File: src/regbank_pkg.sv
package regbank_pkg;

    typedef logic [31:0] word_t;
    typedef logic [3:0]  reg_idx_t;

    localparam int unsigned NUM_REGS = 16;

    localparam reg_idx_t PC_IDX = 4'd15;
    localparam reg_idx_t LR_IDX = 4'd14;

    // Block-transfer load values for the counters.
    localparam reg_idx_t RM_BASE  = 4'd5;
    localparam reg_idx_t RD_BASE  = 4'd10;
    localparam reg_idx_t CNT_ZERO_VAL = 4'd0;

    // Rs reload values, picked from instruction bits 24..23 and 21.
    localparam reg_idx_t RS_LOAD_HI  = 4'd11;
    localparam reg_idx_t RS_LOAD_LO  = 4'd0;
    localparam reg_idx_t RS_LOAD_MID = 4'd5;

    // The Rm counter marks the end of a group at these two counts.
    localparam reg_idx_t RM_DONE_FIRST  = 4'd4;
    localparam reg_idx_t RM_DONE_SECOND = 4'd8;

    // Source of the Rm register number.
    typedef enum logic [1:0] {
        RM_IR_LO = 2'd0,
        RM_IR_RD = 2'd1,
        RM_IR_RN = 2'd2,
        RM_CNT   = 2'd3
    } rm_sel_e;

    // Source of the Rd register number.
    typedef enum logic [1:0] {
        RD_IR  = 2'd0,
        RD_PC  = 2'd1,
        RD_LR  = 2'd2,
        RD_CNT = 2'd3
    } rd_sel_e;

    // Commands for the Rm and Rd block-transfer counters.
    typedef enum logic [1:0] {
        CNT_INC  = 2'd0,
        CNT_ZERO = 2'd1,
        CNT_BASE = 2'd2,
        CNT_CLR  = 2'd3
    } cnt_cmd_e;

endpackage

File: src/reg_counters.sv
`timescale 1ns/10ps

module reg_counters import regbank_pkg::*; (
    input  logic     clk,
    input  logic     rst,
    input  logic     latch_rm,
    input  logic     latch_rd,
    input  logic     latch_rs,
    input  cnt_cmd_e rm_cmd,
    input  cnt_cmd_e rd_cmd,
    input  logic     rs_reload,
    input  word_t    ir,
    output reg_idx_t rm_cnt,
    output reg_idx_t rd_cnt,
    output reg_idx_t rs_cnt,
    output logic     rm_cntr_done
);

    reg_idx_t rm_next;
    reg_idx_t rd_next;
    reg_idx_t rs_next;

    always_comb begin
        unique case (rm_cmd)
            CNT_INC:  rm_next = rm_cnt + 4'd1;
            CNT_ZERO: rm_next = CNT_ZERO_VAL;
            CNT_BASE: rm_next = RM_BASE;
            CNT_CLR:  rm_next = CNT_ZERO_VAL;
            default:  rm_next = rm_cnt;
        endcase
    end

    always_comb begin
        unique case (rd_cmd)
            CNT_INC:  rd_next = rd_cnt + 4'd1;
            CNT_ZERO: rd_next = CNT_ZERO_VAL;
            CNT_BASE: rd_next = RD_BASE;
            CNT_CLR:  rd_next = CNT_ZERO_VAL;
            default:  rd_next = rd_cnt;
        endcase
    end

    // The reload value depends on the transfer form held in the instruction.
    always_comb begin
        if (!rs_reload) begin
            rs_next = rs_cnt + 4'd1;
        end else if (ir[24:23] == 2'd2) begin
            rs_next = RS_LOAD_HI;
        end else if (ir[21]) begin
            rs_next = RS_LOAD_LO;
        end else begin
            rs_next = RS_LOAD_MID;
        end
    end

    always_ff @(posedge clk) begin
        if (rst) begin
            rm_cnt <= CNT_ZERO_VAL;
            rd_cnt <= CNT_ZERO_VAL;
            rs_cnt <= CNT_ZERO_VAL;
        end else begin
            if (latch_rm) rm_cnt <= rm_next;
            if (latch_rd) rd_cnt <= rd_next;
            if (latch_rs) rs_cnt <= rs_next;
        end
    end

    assign rm_cntr_done = (rm_cnt == RM_DONE_FIRST) || (rm_cnt == RM_DONE_SECOND);

    a_rm_cmd_known: assert property (
        @(posedge clk) disable iff (rst) latch_rm |-> !$isunknown(rm_cmd)
    ) else $error("rm_cmd unknown while latch_rm is high");

endmodule

File: config.mk
export PLATFORM = sky130hd
export DESIGN_NAME = reg_counters
export DESIGN_NICKNAME = d
export VERILOG_FILES = /design/src/regbank_pkg.sv /design/src/reg_counters.sv
export SDC_FILE = /design/constraint.sdc
export NUM_CORES = 1
export LEC_CHECK = 0
export BUFFER_PORTS_ARGS = -buffer_cell sky130_fd_sc_hd__buf_4
export CORE_MARGIN = 2
export CORE_UTILIZATION = 37
export CTS_CLUSTER_SIZE = 40
export DETAILED_ROUTE_END_ITERATION = 16
export PLACE_DENSITY_LB_ADDON = 0.3
export RECOVER_POWER = 50
export SETUP_SLACK_MARGIN = 0.02
export SLEW_MARGIN = 0
export SYNTH_ARGS = -nofsm -noshare
export SYNTH_HDL_FRONTEND = slang
export SYNTH_SLANG_ARGS = --single-unit
File: constraint.sdc
create_clock -name clk -period 1.4 [get_ports clk]
set_input_delay 0.28 -clock clk [delete_from_list [all_inputs] [get_ports clk]]
set_output_delay 0.28 -clock clk [all_outputs]
set_load 0.05 [all_outputs]
# ---- Yosys cells after proc, flatten, opt, wreduce, memory -nomap -nowiden
# Cells that the tools add are included.
dict set report classes {
  muxes 5
  n_reduce_logical 5
  add_sub_neg 3
  eq_ne 9
}
# operator n
set ops {}
lappend ops {{4-bit one-hot mux with 3 select lines} 2}
lappend ops {{4-bit by 1-bit adder with 4-bit output (second input constant)} 3}
lappend ops {{2-bit equality test (second input constant)} 5}
lappend ops {{4-bit two-way mux} 2}
lappend ops {{2-bit by 1-bit equality test with 1-bit output (second input constant)} 2}
lappend ops {{4-bit by 3-bit equality test with 1-bit output (second input constant)} 1}
lappend ops {{4-bit equality test (second input constant)} 1}
lappend ops {{2-bit logical NOT} 2}
lappend ops {{2-bit OR reduction} 2}
lappend ops {{3-bit two-way mux} 1}
lappend ops {{1-bit logical OR} 1}
dict set report word_totals {
  inputBits 42
  reg_bits 12
  output_inout_bits 13
  wordCells 25
}

# ---- Logic depth before layout (Yosys ltp)
dict set report logic_depth {
  ltp_word 3
  ltp_mapped 5
  depth_no_buf 5
}

# ---- Least setup slack after synthesis
# OpenSTA, ideal clock, no wires.
dict set report synth_path {
  kind {register -> output}
  from {register rm_cnt[0]}
  to {output rm_cntr_done}
  t_arrival_ns 1.277
  path_buffers 0
  slack_ns -0.157
  stages_incl_launch_ff 4
  required_ns 1.120
  cell_sequence {dfxtp_1 -> inv_1 -> ha_1 -> and2_1}
}
dict set report synth_via {
  elab_chain_cells 2
  word_cells_on_any_way 3
}
# element line_no
set synth_lines {}
lappend synth_lines {{from (decl)} reg_counters.sv:13} ;# output reg_idx_t rm_cnt,
lappend synth_lines {{from (signal assigned)} reg_counters.sv:62} ;# if (latch_rm) rm_cnt <= rm_next;
lappend synth_lines {{4-bit by 3-bit equality test with 1-bit output or 4-bit equality test (tied branches)} reg_counters.sv:68} ;# assign rm_cntr_done = (rm_cnt == RM_DONE_FIRST) || (rm_cnt == RM_DONE_SECOND);
lappend synth_lines {{1-bit logical OR *} reg_counters.sv:68}
lappend synth_lines {{to (decl)} reg_counters.sv:16} ;# output logic rm_cntr_done
# Every way passes the cells marked *; elsewhere a longest branch is shown, timed or not.

# ---- Final worst setup path
# Same ends and word-level chain as after synthesis.

==> results.md <==
- The first TritonRoute pass finished after 4 iterations.
- In the routed design, unresolved DRC markers number 0.
- The number of slew-limit violations in the final report is 0.
- After legalization and detailed placement, the total HPWL measured 1070 µm.
- A synthesized cell averages 8.29 µm².
- In this run the worst setup path terminates at rm_cntr_done.
- The internal portion of the total power is 0.000534 W.
- Setup repair after global routing could not meet its margin everywhere.
- 55 I/O pins were placed.
- The worst register-to-register path ends at rs_cnt[3].
- In this design, the largest share of critical-path delay is due to flip-flops.
- The relative area change from synthesis to final layout is 41.3%.
- From left edge to right edge, the die measures 46.3 µm.
- Yosys attributes the largest share of cell area to dfxtp_1 36%, ha_1 7.5%, a21oi_1 5.3%, o21ai_0 4.5%, inv_1 4.0%.
- Across the VDD grid, the largest voltage drop is 0.757 mV.
- The worst path arrival time is 1.08 ns.
- The net count after synthesis is 126.
- The share of flip-flops with an asynchronous set or reset after synthesis is 0%.
- Dividing the detail-routed wire length by the instance count gives 10.9 µm.
- The critical path is of the reg -> out type.
- In this run the standard cell core region covers 1710 µm².
- The relative slew slack is 81.2%.
- The count of final hold-check violations is 0.
- The worst reg2reg path depth is 3.
- For this design, the CTS-stage hold fixing added 0 buffers.
- The flip-flop cell with the highest count after synthesis is dfxtp_1.
- The count of mapped cells out of synthesis is 80.
- The core occupancy in the finished layout is 54.9%.
- Summed over all layers, the global routing overflow is 0.
- Yosys mapped a number of flops with a built-in enable equal to 0.
- In this run the remaining antenna-violating nets after routing total 0.
- The final weighted congestion in routability-driven placement is 0.821.
- The worst register-to-register path has a setup slack of 0.20 ns.
- In this run the number of H-tree levels came out at 1.
- In this run, flip-flops and latches consume 48.2% of the power.
- The shortest clock period the worst path allows after layout is 1.36 ns.
- The total power density per cell area is 822 nW/µm².
- The clock skew after layout is 0.00767 ns.
- Once the floorplan was initialized, standard cells occupied 38.8% of the core.
- Global routing used 16.1% of the available tracks.
- The clock network latency to the later pin of the worst-skew pair is 0.27 ns.
- Dividing the detail-routed via count by the number of cells gives 5.06.
- The count of buffers inserted at the top-level ports is 25.
- The number of antenna diodes in the final layout is 0.
- Entering global routing, the biggest net connects 11 pins.
- Summed over all layers, the routed wires come to 1470 µm.
- The detailed router finished its first iteration with 3 violations.
- Setup violations remaining at the end of the flow were counted as 0.
- The flow ran to the end, and the final reports show no timing, DRC or antenna violations.
- The delay of the slowest cell on the worst path is 0.34 ns.
- The worst hold path belongs to the class in -> reg.
- The reported net switching power is 0.000236 W.
- The launching point of the worst reg2reg path is rs_cnt[0].
- The count of synthesis-stage warnings from yosys is 0.
- The number of stages on the worst setup path is 4.
- The layout net count is 157.
- The slew at the pin with the worst max-slew slack is 0.284 ns.
- The count of distinct cell types in the synthesized netlist is 34.
- The die height is 46.3 µm.
- The clock network burns 26.7% of the power.
- After layout, the design draws a total of 0.000770 W.
- After floorplanning, the core was divided into 15 placement rows.
- The first-pass GRT wire length is 2410 µm.
- The clock sink count is 12.
- The cell type with the largest total area after synthesis is dfxtp_1.
- Summed over its instances, the top area cell type makes up 36.2% of the synthesized netlist area.
- The critical path starts at rm_cnt[0].
- Of the total power, the share spent switching nets is 30.7%.
- The part of the cycle the worst path needs is 96.9%.
- The die outline area is 2150 µm².
- The number of global-route vias before repair is 575.
- The flop and latch count out of synthesis is 12.
- The library cell used most frequently in the layout, excluding fill and tap cells, is buf_4.
- The clock-pin slew reported for the worst setup and hold paths after clock tree synthesis is 0.07 ns.
- Leaving out fill and tap cells, the most frequent cells in the layout are 23 x buf_4, 7 x a21oi_1, 6 x nand2_1, 6 x o21ai_0, 6 x dfxtp_1.
- The number of buffer and inverter stages on the critical path is 2.
- The top fanout value on the critical path is 2.
- The clock root buffer master is clkbuf_4.
- In the post-route analysis, the smallest setup slack over all paths is 0.0437 ns.
- The synthesized cell area is 663 µm².
- The total leakage power is 0.418 nW.
- The total CTS buffers is 3.
- After synthesis, flip-flops and latches occupy 36.2% of the total area.
- Across all layers, the routed design uses 678 vias.
- STA classifies the critical path endpoint as a primary output.
- The clock tree from TritonCTS is built.
- Traced cell by cell, the critical path runs through inv_2, ha_4, and2_4, buf_8.
- The maximum frequency from static timing analysis is 0.737 GHz.
- The largest buffer count on any clock path is 2.
- The critical path launch point type is a flip-flop.
- The worst setup slack before clock tree synthesis is 0.203 ns.
- The largest individual stage delay along the critical path comes from the cell dfxtp_2.
- The number of antenna violations at the first check in global routing is 0.
- The combinational share of power is 25.1%.
- The layout cell share with drive strength beyond 1 is 37.6%.
- Max-cap violations in this run came to 0.
- The critical path data required time is 1.12 ns.
state kept, by name (all words and copies together) (netlist names):
| signal | count |
|---|---|
| rs_cnt | 4 |
| rm_cnt | 4 |
| rd_cnt | 4 |
layout make-up:
type,count,area (µm²)
tap,25,31.3
multi-input combinational,59,399
clock buffer,3,22.5
sequential,12,250
inverter,7,26.3
timing repair buffer,28,208
fill,170,771
worst min path at each step:
stage | startpoint | endpoint | slack, ns | cells after the start
global route | latch_rm | rm_cnt[2] | 0.23 | 2
detailed placement | rm_cnt[0] | rm_cnt[0] | 0.50 | 2
finish | latch_rm | rm_cnt[2] | 0.23 | 2
global placement | rd_cnt[1] | rd_cnt[1] | 0.49 | 2
CTS | latch_rm | rm_cnt[2] | 0.22 | 2
floorplan | latch_rm | rm_cnt[2] | 0.36 | 1
layer usage:
layer	share of wire, %	GRT usage, %	vias up
li1	-	-	347
met1	45	19.2	307
met2	47	25.8	22
met3	7.8	7.06	2
met4	0.68	5.14	0
met5	0	0	-
Yosys cell counts, types with 2 or more instances:
library cell and instances:
nand2_1 6, inv_1 7, nand2b_1 2, and2_1 2, o21ai_0 6, nand3_1 3
ha_1 4, dfxtp_1 12, nor3_1 2, a21oi_1 7, o32ai_1 2, nor2b_1 2
nor2_1 4
repair_timing:
item | CTS | global route
resized for setup | 6 | 2
hold endpoints to repair | 0 | 0
endpoints found under the setup margin | 1 | 1
buffers inserted | 3 | 0
per-stage QoR:
step	instance area, µm²	hold WS [ns]	TNS, ns	instances
after floorplan	673	0.362	0	80
after global placement	880	0.490	0	128
after detailed placement	880	0.497	0	128
after CTS	940	0.217	0	134
after global routing	937	0.228	-0.00811	134
final	937	0.225	0	134
power by group through the flow:
stage	registers (W)	logic (W)	clock network [W]
after global placement	0.000382	0.000180	0
after global routing	0.000374	0.000212	0.000232
after detailed placement	0.000383	0.000181	0
after CTS	0.000372	0.000195	0.000217
final	0.000371	0.000193	0.000206
after floorplan	0.000430	0.0000617	0
cells by family after synthesis:
| group | after synthesis | share of synthesized area (%) |
|---|---|---|
| compound gates | 21 | 19.6 |
| flops | 12 | 36.2 |
| mux | 1 | 1.51 |
| buf+inv | 9 | 5.85 |
| xor+xnor | 2 | 2.64 |
| simple gates | 31 | 26.6 |
| fa+ha+maj | 4 | 7.55 |
No activity file was read; power rests on OpenSTA's default activity.
