File: src/regbank_pkg.sv
package regbank_pkg;

    typedef logic [31:0] word_t;
    typedef logic [3:0]  reg_idx_t;

    localparam int unsigned NUM_REGS = 16;

    localparam reg_idx_t PC_IDX = 4'd15;
    localparam reg_idx_t LR_IDX = 4'd14;

    // Block-transfer load values for the counters.
    localparam reg_idx_t RM_BASE  = 4'd5;
    localparam reg_idx_t RD_BASE  = 4'd10;
    localparam reg_idx_t CNT_ZERO_VAL = 4'd0;

    // Rs reload values, picked from instruction bits 24..23 and 21.
    localparam reg_idx_t RS_LOAD_HI  = 4'd11;
    localparam reg_idx_t RS_LOAD_LO  = 4'd0;
    localparam reg_idx_t RS_LOAD_MID = 4'd5;

    // The Rm counter marks the end of a group at these two counts.
    localparam reg_idx_t RM_DONE_FIRST  = 4'd4;
    localparam reg_idx_t RM_DONE_SECOND = 4'd8;

    // Source of the Rm register number.
    typedef enum logic [1:0] {
        RM_IR_LO = 2'd0,
        RM_IR_RD = 2'd1,
        RM_IR_RN = 2'd2,
        RM_CNT   = 2'd3
    } rm_sel_e;

    // Source of the Rd register number.
    typedef enum logic [1:0] {
        RD_IR  = 2'd0,
        RD_PC  = 2'd1,
        RD_LR  = 2'd2,
        RD_CNT = 2'd3
    } rd_sel_e;

    // Commands for the Rm and Rd block-transfer counters.
    typedef enum logic [1:0] {
        CNT_INC  = 2'd0,
        CNT_ZERO = 2'd1,
        CNT_BASE = 2'd2,
        CNT_CLR  = 2'd3
    } cnt_cmd_e;

endpackage

File: src/reg_port_if.sv
`timescale 1ns/10ps

interface reg_port_if import regbank_pkg::*; ();

    reg_idx_t rn;
    reg_idx_t rm;
    reg_idx_t rs;
    reg_idx_t rd;
    logic     wr_en;     // Qualified write strobe for rd.
    word_t    wr_data;

    modport sel (
        output rn,
        output rm,
        output rs,
        output rd,
        output wr_en,
        output wr_data
    );

    modport bank (
        input rn,
        input rm,
        input rs,
        input rd,
        input wr_en,
        input wr_data
    );

endinterface

File: src/reg_addr_sel.sv
`timescale 1ns/10ps

module reg_addr_sel import regbank_pkg::*; #(
    parameter int unsigned PC_STEP = 4
) (
    input  word_t    ir,
    input  word_t    alu_bus,
    input  word_t    pc,
    input  reg_idx_t rm_cnt,
    input  reg_idx_t rd_cnt,
    input  reg_idx_t rs_cnt,
    input  logic     ir_rd_mux,
    input  logic     ir_rn_mux,
    input  logic     rn_mux,
    input  logic     pc_mux,
    input  logic     rs_mux,
    input  logic     data_mux,
    input  logic     rst_reg,
    input  logic     latch_reg,
    input  logic     write_back,
    input  logic     is_dpi,
    input  logic     is_dpis,
    input  logic     is_dprs,
    input  rm_sel_e  ir_rm_mux,
    input  rd_sel_e  rd_mux,
    reg_port_if.sel  port
);

    reg_idx_t ir_lo_f;
    reg_idx_t ir_rd_f;
    reg_idx_t ir_rn_f;
    reg_idx_t ir_rs_f;
    logic     cmp_family;
    word_t    pc_link;

    // Register fields of the instruction word.
    assign ir_lo_f = ir[3:0];
    assign ir_rs_f = ir[11:8];
    assign ir_rd_f = ir[15:12];
    assign ir_rn_f = ir[19:16];

    always_comb begin
        if (rn_mux) begin
            port.rn = rd_cnt;    // Block transfers read through the Rd counter.
        end else if (pc_mux) begin
            port.rn = PC_IDX;
        end else if (ir_rn_mux) begin
            port.rn = ir_rn_f;
        end else begin
            port.rn = ir_rd_f;
        end
    end

    always_comb begin
        unique case (ir_rm_mux)
            RM_IR_LO: port.rm = ir_lo_f;
            RM_IR_RD: port.rm = ir_rd_f;
            RM_IR_RN: port.rm = ir_rn_f;
            RM_CNT:   port.rm = rm_cnt;
            default:  port.rm = ir_lo_f;
        endcase
    end

    always_comb begin
        unique case (rd_mux)
            RD_IR:   port.rd = ir_rd_mux ? ir_rd_f : ir_rn_f;
            RD_PC:   port.rd = PC_IDX;
            RD_LR:   port.rd = LR_IDX;
            RD_CNT:  port.rd = rd_cnt;
            default: port.rd = ir_rd_f;
        endcase
    end

    assign port.rs = rs_mux ? rs_cnt : ir_rs_f;

    // TST, TEQ, CMP and CMN set flags only and never write Rd.
    assign cmp_family = (is_dpi | is_dpis | is_dprs) & ir[24] & ~ir[23];

    assign port.wr_en = (latch_reg & ~cmp_family) | (write_back & ir[21]);

    assign pc_link = pc + word_t'(PC_STEP);

    always_comb begin
        if (rst_reg) begin
            port.wr_data = '0;
        end else if (data_mux) begin
            port.wr_data = alu_bus;
        end else begin
            port.wr_data = pc_link;
        end
    end

endmodule

File: src/flat_wrapper.sv
// flat-port wrapper written by rule: the top's interface ports become plain ports
module reg_addr_sel_flat import regbank_pkg::*;
#(
    parameter int unsigned PC_STEP = 4
)
  (ir, alu_bus, pc, rm_cnt, rd_cnt, rs_cnt, ir_rd_mux, ir_rn_mux, rn_mux, pc_mux, rs_mux, data_mux, rst_reg, latch_reg, write_back, is_dpi, is_dpis, is_dprs, ir_rm_mux, rd_mux, port_rn, port_rm, port_rs, port_rd, port_wr_en, port_wr_data);
  reg_port_if port_i ();
  input  word_t ir;
  input  word_t alu_bus;
  input  word_t pc;
  input  reg_idx_t rm_cnt;
  input  reg_idx_t rd_cnt;
  input  reg_idx_t rs_cnt;
  input  logic ir_rd_mux;
  input  logic ir_rn_mux;
  input  logic rn_mux;
  input  logic pc_mux;
  input  logic rs_mux;
  input  logic data_mux;
  input  logic rst_reg;
  input  logic latch_reg;
  input  logic write_back;
  input  logic is_dpi;
  input  logic is_dpis;
  input  logic is_dprs;
  input  rm_sel_e ir_rm_mux;
  input  rd_sel_e rd_mux;
  output wire logic [$bits(port_i.rn)-1:0] port_rn;
  output wire logic [$bits(port_i.rm)-1:0] port_rm;
  output wire logic [$bits(port_i.rs)-1:0] port_rs;
  output wire logic [$bits(port_i.rd)-1:0] port_rd;
  output wire logic [$bits(port_i.wr_en)-1:0] port_wr_en;
  output wire logic [$bits(port_i.wr_data)-1:0] port_wr_data;
  assign port_rn = port_i.rn;
  assign port_rm = port_i.rm;
  assign port_rs = port_i.rs;
  assign port_rd = port_i.rd;
  assign port_wr_en = port_i.wr_en;
  assign port_wr_data = port_i.wr_data;
  reg_addr_sel #(.PC_STEP(PC_STEP)) u_core (.ir(ir), .alu_bus(alu_bus), .pc(pc), .rm_cnt(rm_cnt), .rd_cnt(rd_cnt), .rs_cnt(rs_cnt), .ir_rd_mux(ir_rd_mux), .ir_rn_mux(ir_rn_mux), .rn_mux(rn_mux), .pc_mux(pc_mux), .rs_mux(rs_mux), .data_mux(data_mux), .rst_reg(rst_reg), .latch_reg(latch_reg), .write_back(write_back), .is_dpi(is_dpi), .is_dpis(is_dpis), .is_dprs(is_dprs), .ir_rm_mux(ir_rm_mux), .rd_mux(rd_mux), .port(port_i));
endmodule
File: config.mk
export PLATFORM = sky130hd
export DESIGN_NAME = reg_addr_sel_flat
export DESIGN_NICKNAME = d
export VERILOG_FILES = /design/src/regbank_pkg.sv /design/src/reg_port_if.sv /design/src/reg_addr_sel.sv /design/src/flat_wrapper.sv
export SDC_FILE = /design/constraint.sdc
export NUM_CORES = 1
export LEC_CHECK = 0
export CORE_AREA = 2 2 67 69
export DETAILED_ROUTE_END_ITERATION = 10
export DIE_AREA = 0 0 69 71
export DONT_BUFFER_PORTS = 1
export SETUP_SLACK_MARGIN = 0.5
export SYNTH_ARGS = -nofsm -noshare
export SYNTH_HDL_FRONTEND = slang
export SYNTH_SLANG_ARGS = --single-unit
File: constraint.sdc
create_clock -name vclk -period 1.6
set_input_delay 0 -clock vclk [all_inputs]
set_output_delay 0 -clock vclk [all_outputs]
set_load 0.01 [all_outputs]
# ---- Word-level counts from Yosys, hierarchy flattened
# Cells that the tools add are included.
dict set report totals {
  out_inout_bits 49
  inputBits 124
  regBits 0
  wordCells 27
}
dict set report classes {
  addsub 1
  n_mux 9
  reduce_logical 2
  n_eq_ne 6
  bitwise 9
}
# op count
set op_table {}
lappend op_table {{two-way mux 32 bit} 2}
lappend op_table {{adder 32 x 3 -> 32 bit, second input constant} 1}
lappend op_table {{case mux 4 bit (4 select lines)} 2}
lappend op_table {{two-way mux 4 bit} 5}
lappend op_table {{equality test 2 bit, second input constant} 4}
lappend op_table {{AND 1 bit} 4}
lappend op_table {{equality test 2 x 1 -> 1 bit, second input constant} 2}
lappend op_table {{logical NOT 2 bit} 2}
lappend op_table {{bitwise OR 1 bit} 3}
lappend op_table {{inverter 1 bit} 2}

# ---- Logic depth before layout (Yosys ltp)
dict set report logic_depth {
  depth_word 7
  ltp_mapped 6
  ltp_nobuf 5
}

# ---- Worst setup path after synthesis
# No wires, ideal clock.
dict set report synth_path {
  path_kind {input-to-output}
  from {input pc[2]}
  to {output port_wr_data[28]}
  n_path_buf 1
  t_arrival_ps 1507
  path_slack_ps 93
  cell_stages 6
  required_ps 1600
  path_cell_list {ha_1 -> and3_1 -> nand2_2 -> buf_6 -> or4_1 -> a311oi_1}
}
dict set report synth_via {
  elab_chain_cells 3
}
# element line
set synth_rtl {}
lappend synth_rtl {{from (decl)} flat_wrapper.sv:10} ;# input word_t pc;
lappend synth_rtl {{adder 32 x 3 -> 32 bit} reg_addr_sel.sv:81} ;# assign pc_link = pc + word_t'(PC_STEP);
lappend synth_rtl {{two-way mux 32 bit} reg_addr_sel.sv:86} ;# end else if (data_mux) begin
lappend synth_rtl {{two-way mux 32 bit} reg_addr_sel.sv:84} ;# if (rst_reg) begin
lappend synth_rtl {{to (decl)} flat_wrapper.sv:33} ;# output wire logic [$bits(port_i.wr_data)-1:0] port_wr_data;
# Every way passes these cells.

# ---- Worst setup path after layout
dict set report layout_path {
  from {input pc[13]}
  to {output port_wr_data[27]}
}
# The elaborated chain is that of the path after synthesis.

==> impl_metrics.env <==
export IMPL_status="completed"
export IMPL_crit_path_end_kind="primary output"
export IMPL_placedCellCount=251
export IMPL_wire_per_inst_um=19.6
export IMPL_cp_arrival_ps=1320
export IMPL_rows=24
export IMPL_utilization_pct=47.7
export IMPL_routabilityCongestion=0.828
export IMPL_final_common_cell="nor2_1"
export IMPL_whs_endpoint="port_wr_data[19]"
export IMPL_via_count=1825
export IMPL_synthDistinctLibCells=40
export IMPL_die_y_um=71
export IMPL_drt_iter0_drc=33
export IMPL_tightest_slew_ps=438
export IMPL_dieArea_mm2=0.00490
export IMPL_overflow=0
export IMPL_die_width_um=69
export IMPL_globalRouteTotalUtil_pct=18.4
export IMPL_relSlewSlack_pct=70.6
export IMPL_drive_gt1_share_pct=37.3
export IMPL_viasPerCell=6.71
export IMPL_period_needed_ps=1320
export IMPL_synth_top_cells_by_area="nor2_1 (9.8%), a211oi_1 (9.0%), a311oi_1 (8.0%)"
export IMPL_slowest_stage="or4_4"
export IMPL_num_antenna_cells=0
export IMPL_maxCapViolCount=0
export IMPL_hpwl_um=3900
export IMPL_synth_top_cell_by_area="nor2_1"
export IMPL_holdPathStages=1
export IMPL_ys_seq_area_share_pct=0
export IMPL_dp_slack_ps=83.8
export IMPL_ys_warn_count=0
export IMPL_worstSetupPathType="in2out"
export IMPL_postRouteAntennaNets=0
export IMPL_core_mm2=0.00420
export IMPL_power_leakage_nw=0.557
export IMPL_nNetsFinal=347
export IMPL_portBuffers=0
export IMPL_layout_setup_ws_ps=278
export IMPL_dpl_instance_area_mm2=0.00157
export IMPL_stdcell_count=272
export IMPL_multi_input_area_mm2=0.00174
export IMPL_powerDensity_mw_per_mm2=180
export IMPL_setup_viol=0
export IMPL_syn_area_mm2=0.00142
export IMPL_start_util_pct=33.8
export IMPL_fillerInstances=426
export IMPL_netlist_instances=212
export IMPL_numSequentialCells=0
export IMPL_hp_start="rst_reg"
export IMPL_final_setup_tns_ps=0
export IMPL_grt_max_degree=33
export IMPL_grt_pass1_vias=1672
export IMPL_syn_area_per_cell_um2=6.69
export IMPL_max_stage_delay_ps=550
export IMPL_rsz0062_at_grt="true"
export IMPL_area_growth_pct=41.4
export IMPL_drc=0
export IMPL_synthesis_nets=337
export IMPL_worstSetupStartpointType="primary input"
export IMPL_timing_critical_path_cells="and4_4 > nand3_4 > or4_4 > a311oi_4"
export IMPL_routed_wl_um=5340
export IMPL_hold_viol_final=0
export IMPL_fin_crit_sh_pct=82.6
export IMPL_antenna_found_initial=0
export IMPL_critPathMaxFanout=7
export IMPL_yosys_area_top_type_share_pct=9.79
export IMPL_hold_path_class="in2out"
export IMPL_ios=173
export IMPL_nClkBuffers=0
export IMPL_worstPathRequired_ps=1600
export IMPL_stdcell_area_mm2=0.00201
export IMPL_vdd_drop_max_mv=0.124
export IMPL_final_max_slew_violation_count=0
export IMPL_hold_buffers=0
export IMPL_critical_path_startpoint="pc[13]"
export IMPL_first_pass_iters=4
export IMPL_max_freq_mhz=757
export IMPL_final_cell_mix="nor2_1 (37), buf_4 (17), nand2_1 (14), a211oi_1 (13), nand3_1 (12)"
export IMPL_seq_area_um2=0
export IMPL_grt_pass1_wl_um=7760
## logic make-up (layout without fill, tap and decap cells)
| kind of cell | after synthesis | in the layout | synth area share [%] |
|---|---|---|---|
| AOI/OAI and AO/OA | 59 | 59 | 30.2 |
| adders and majority gates | 1 | 1 | 0.882 |
| muxes | 14 | 14 | 13.8 |
| xor gates and xnor gates | 13 | 13 | 8.02 |
| buffers and inverters | 18 | 25 | 6.17 |
| and+or+nand+nor | 107 | 108 | 41.0 |
## through the flow
| step | power [mW] | hold WS (ps) |
|---|---|---|
| floorplan | 0.284 | 130 |
| global placement | 0.300 | 31.4 |
| detailed placement | 0.303 | 31.2 |
| CTS | 0.344 | 32.4 |
| global route | 0.385 | 25.8 |
| finish | 0.361 | 28.6 |
## worst max-delay path by stage
stage,cells after the start,to
after floorplan,6,port_wr_data[28]
after global placement,4,port_wr_data[27]
after detailed placement,4,port_wr_data[27]
after CTS,5,port_wr_data[18]
after global routing,6,port_wr_data[22]
final,4,port_wr_data[27]
## timing repair
item,in CTS,in global routing
pin swaps,22,14
cloned,1,0
buffers inserted,15,5
resized for setup,35,14
endpoints found under the setup margin,19,19
## area by class of cell
type | instances | area share, %
multi-input cells | 195 | 86.6
repair buffers | 22 | 9.61
well taps | 52 | 3.24
inverters | 3 | 0.561
## synth_stat cells, types with 5 or more instances
library cell  number
a211oi_1          17
a21oi_1            5
a311oi_1          13
clkbuf_1          10
mux2i_1            6
nand2_1           14
nand3_1           13
nand4_1            6
nor2_1            37
nor2b_1            5
o21ai_0            8
o31ai_1           12
or4_1             12
xor2_1            10
## layer usage
metal,share of wire [%],wire length [um],GRT usage (%)
met1,38,2010,20.8
met2,53,2840,36.6
met3,8.1,435,3.13
met4,1.1,57,2.61
met5,0,0,0
## critical path, delay by kind of cell
family          cells  cell delay [ps]
compound gates      1              340
simple gates        3              980
## report_power, final
group / total [mW] / internal [mW] / leakage (nW) / switching, mW
Clock: 0 / 0 / 0 / 0
Combinational: 0.361 / 0.163 / 0.557 / 0.197
Sequential: 0 / 0 / 0 / 0
Total: 0.361 / 0.163 / 0.557 / 0.197
No activity file was read; power rests on OpenSTA's default activity.
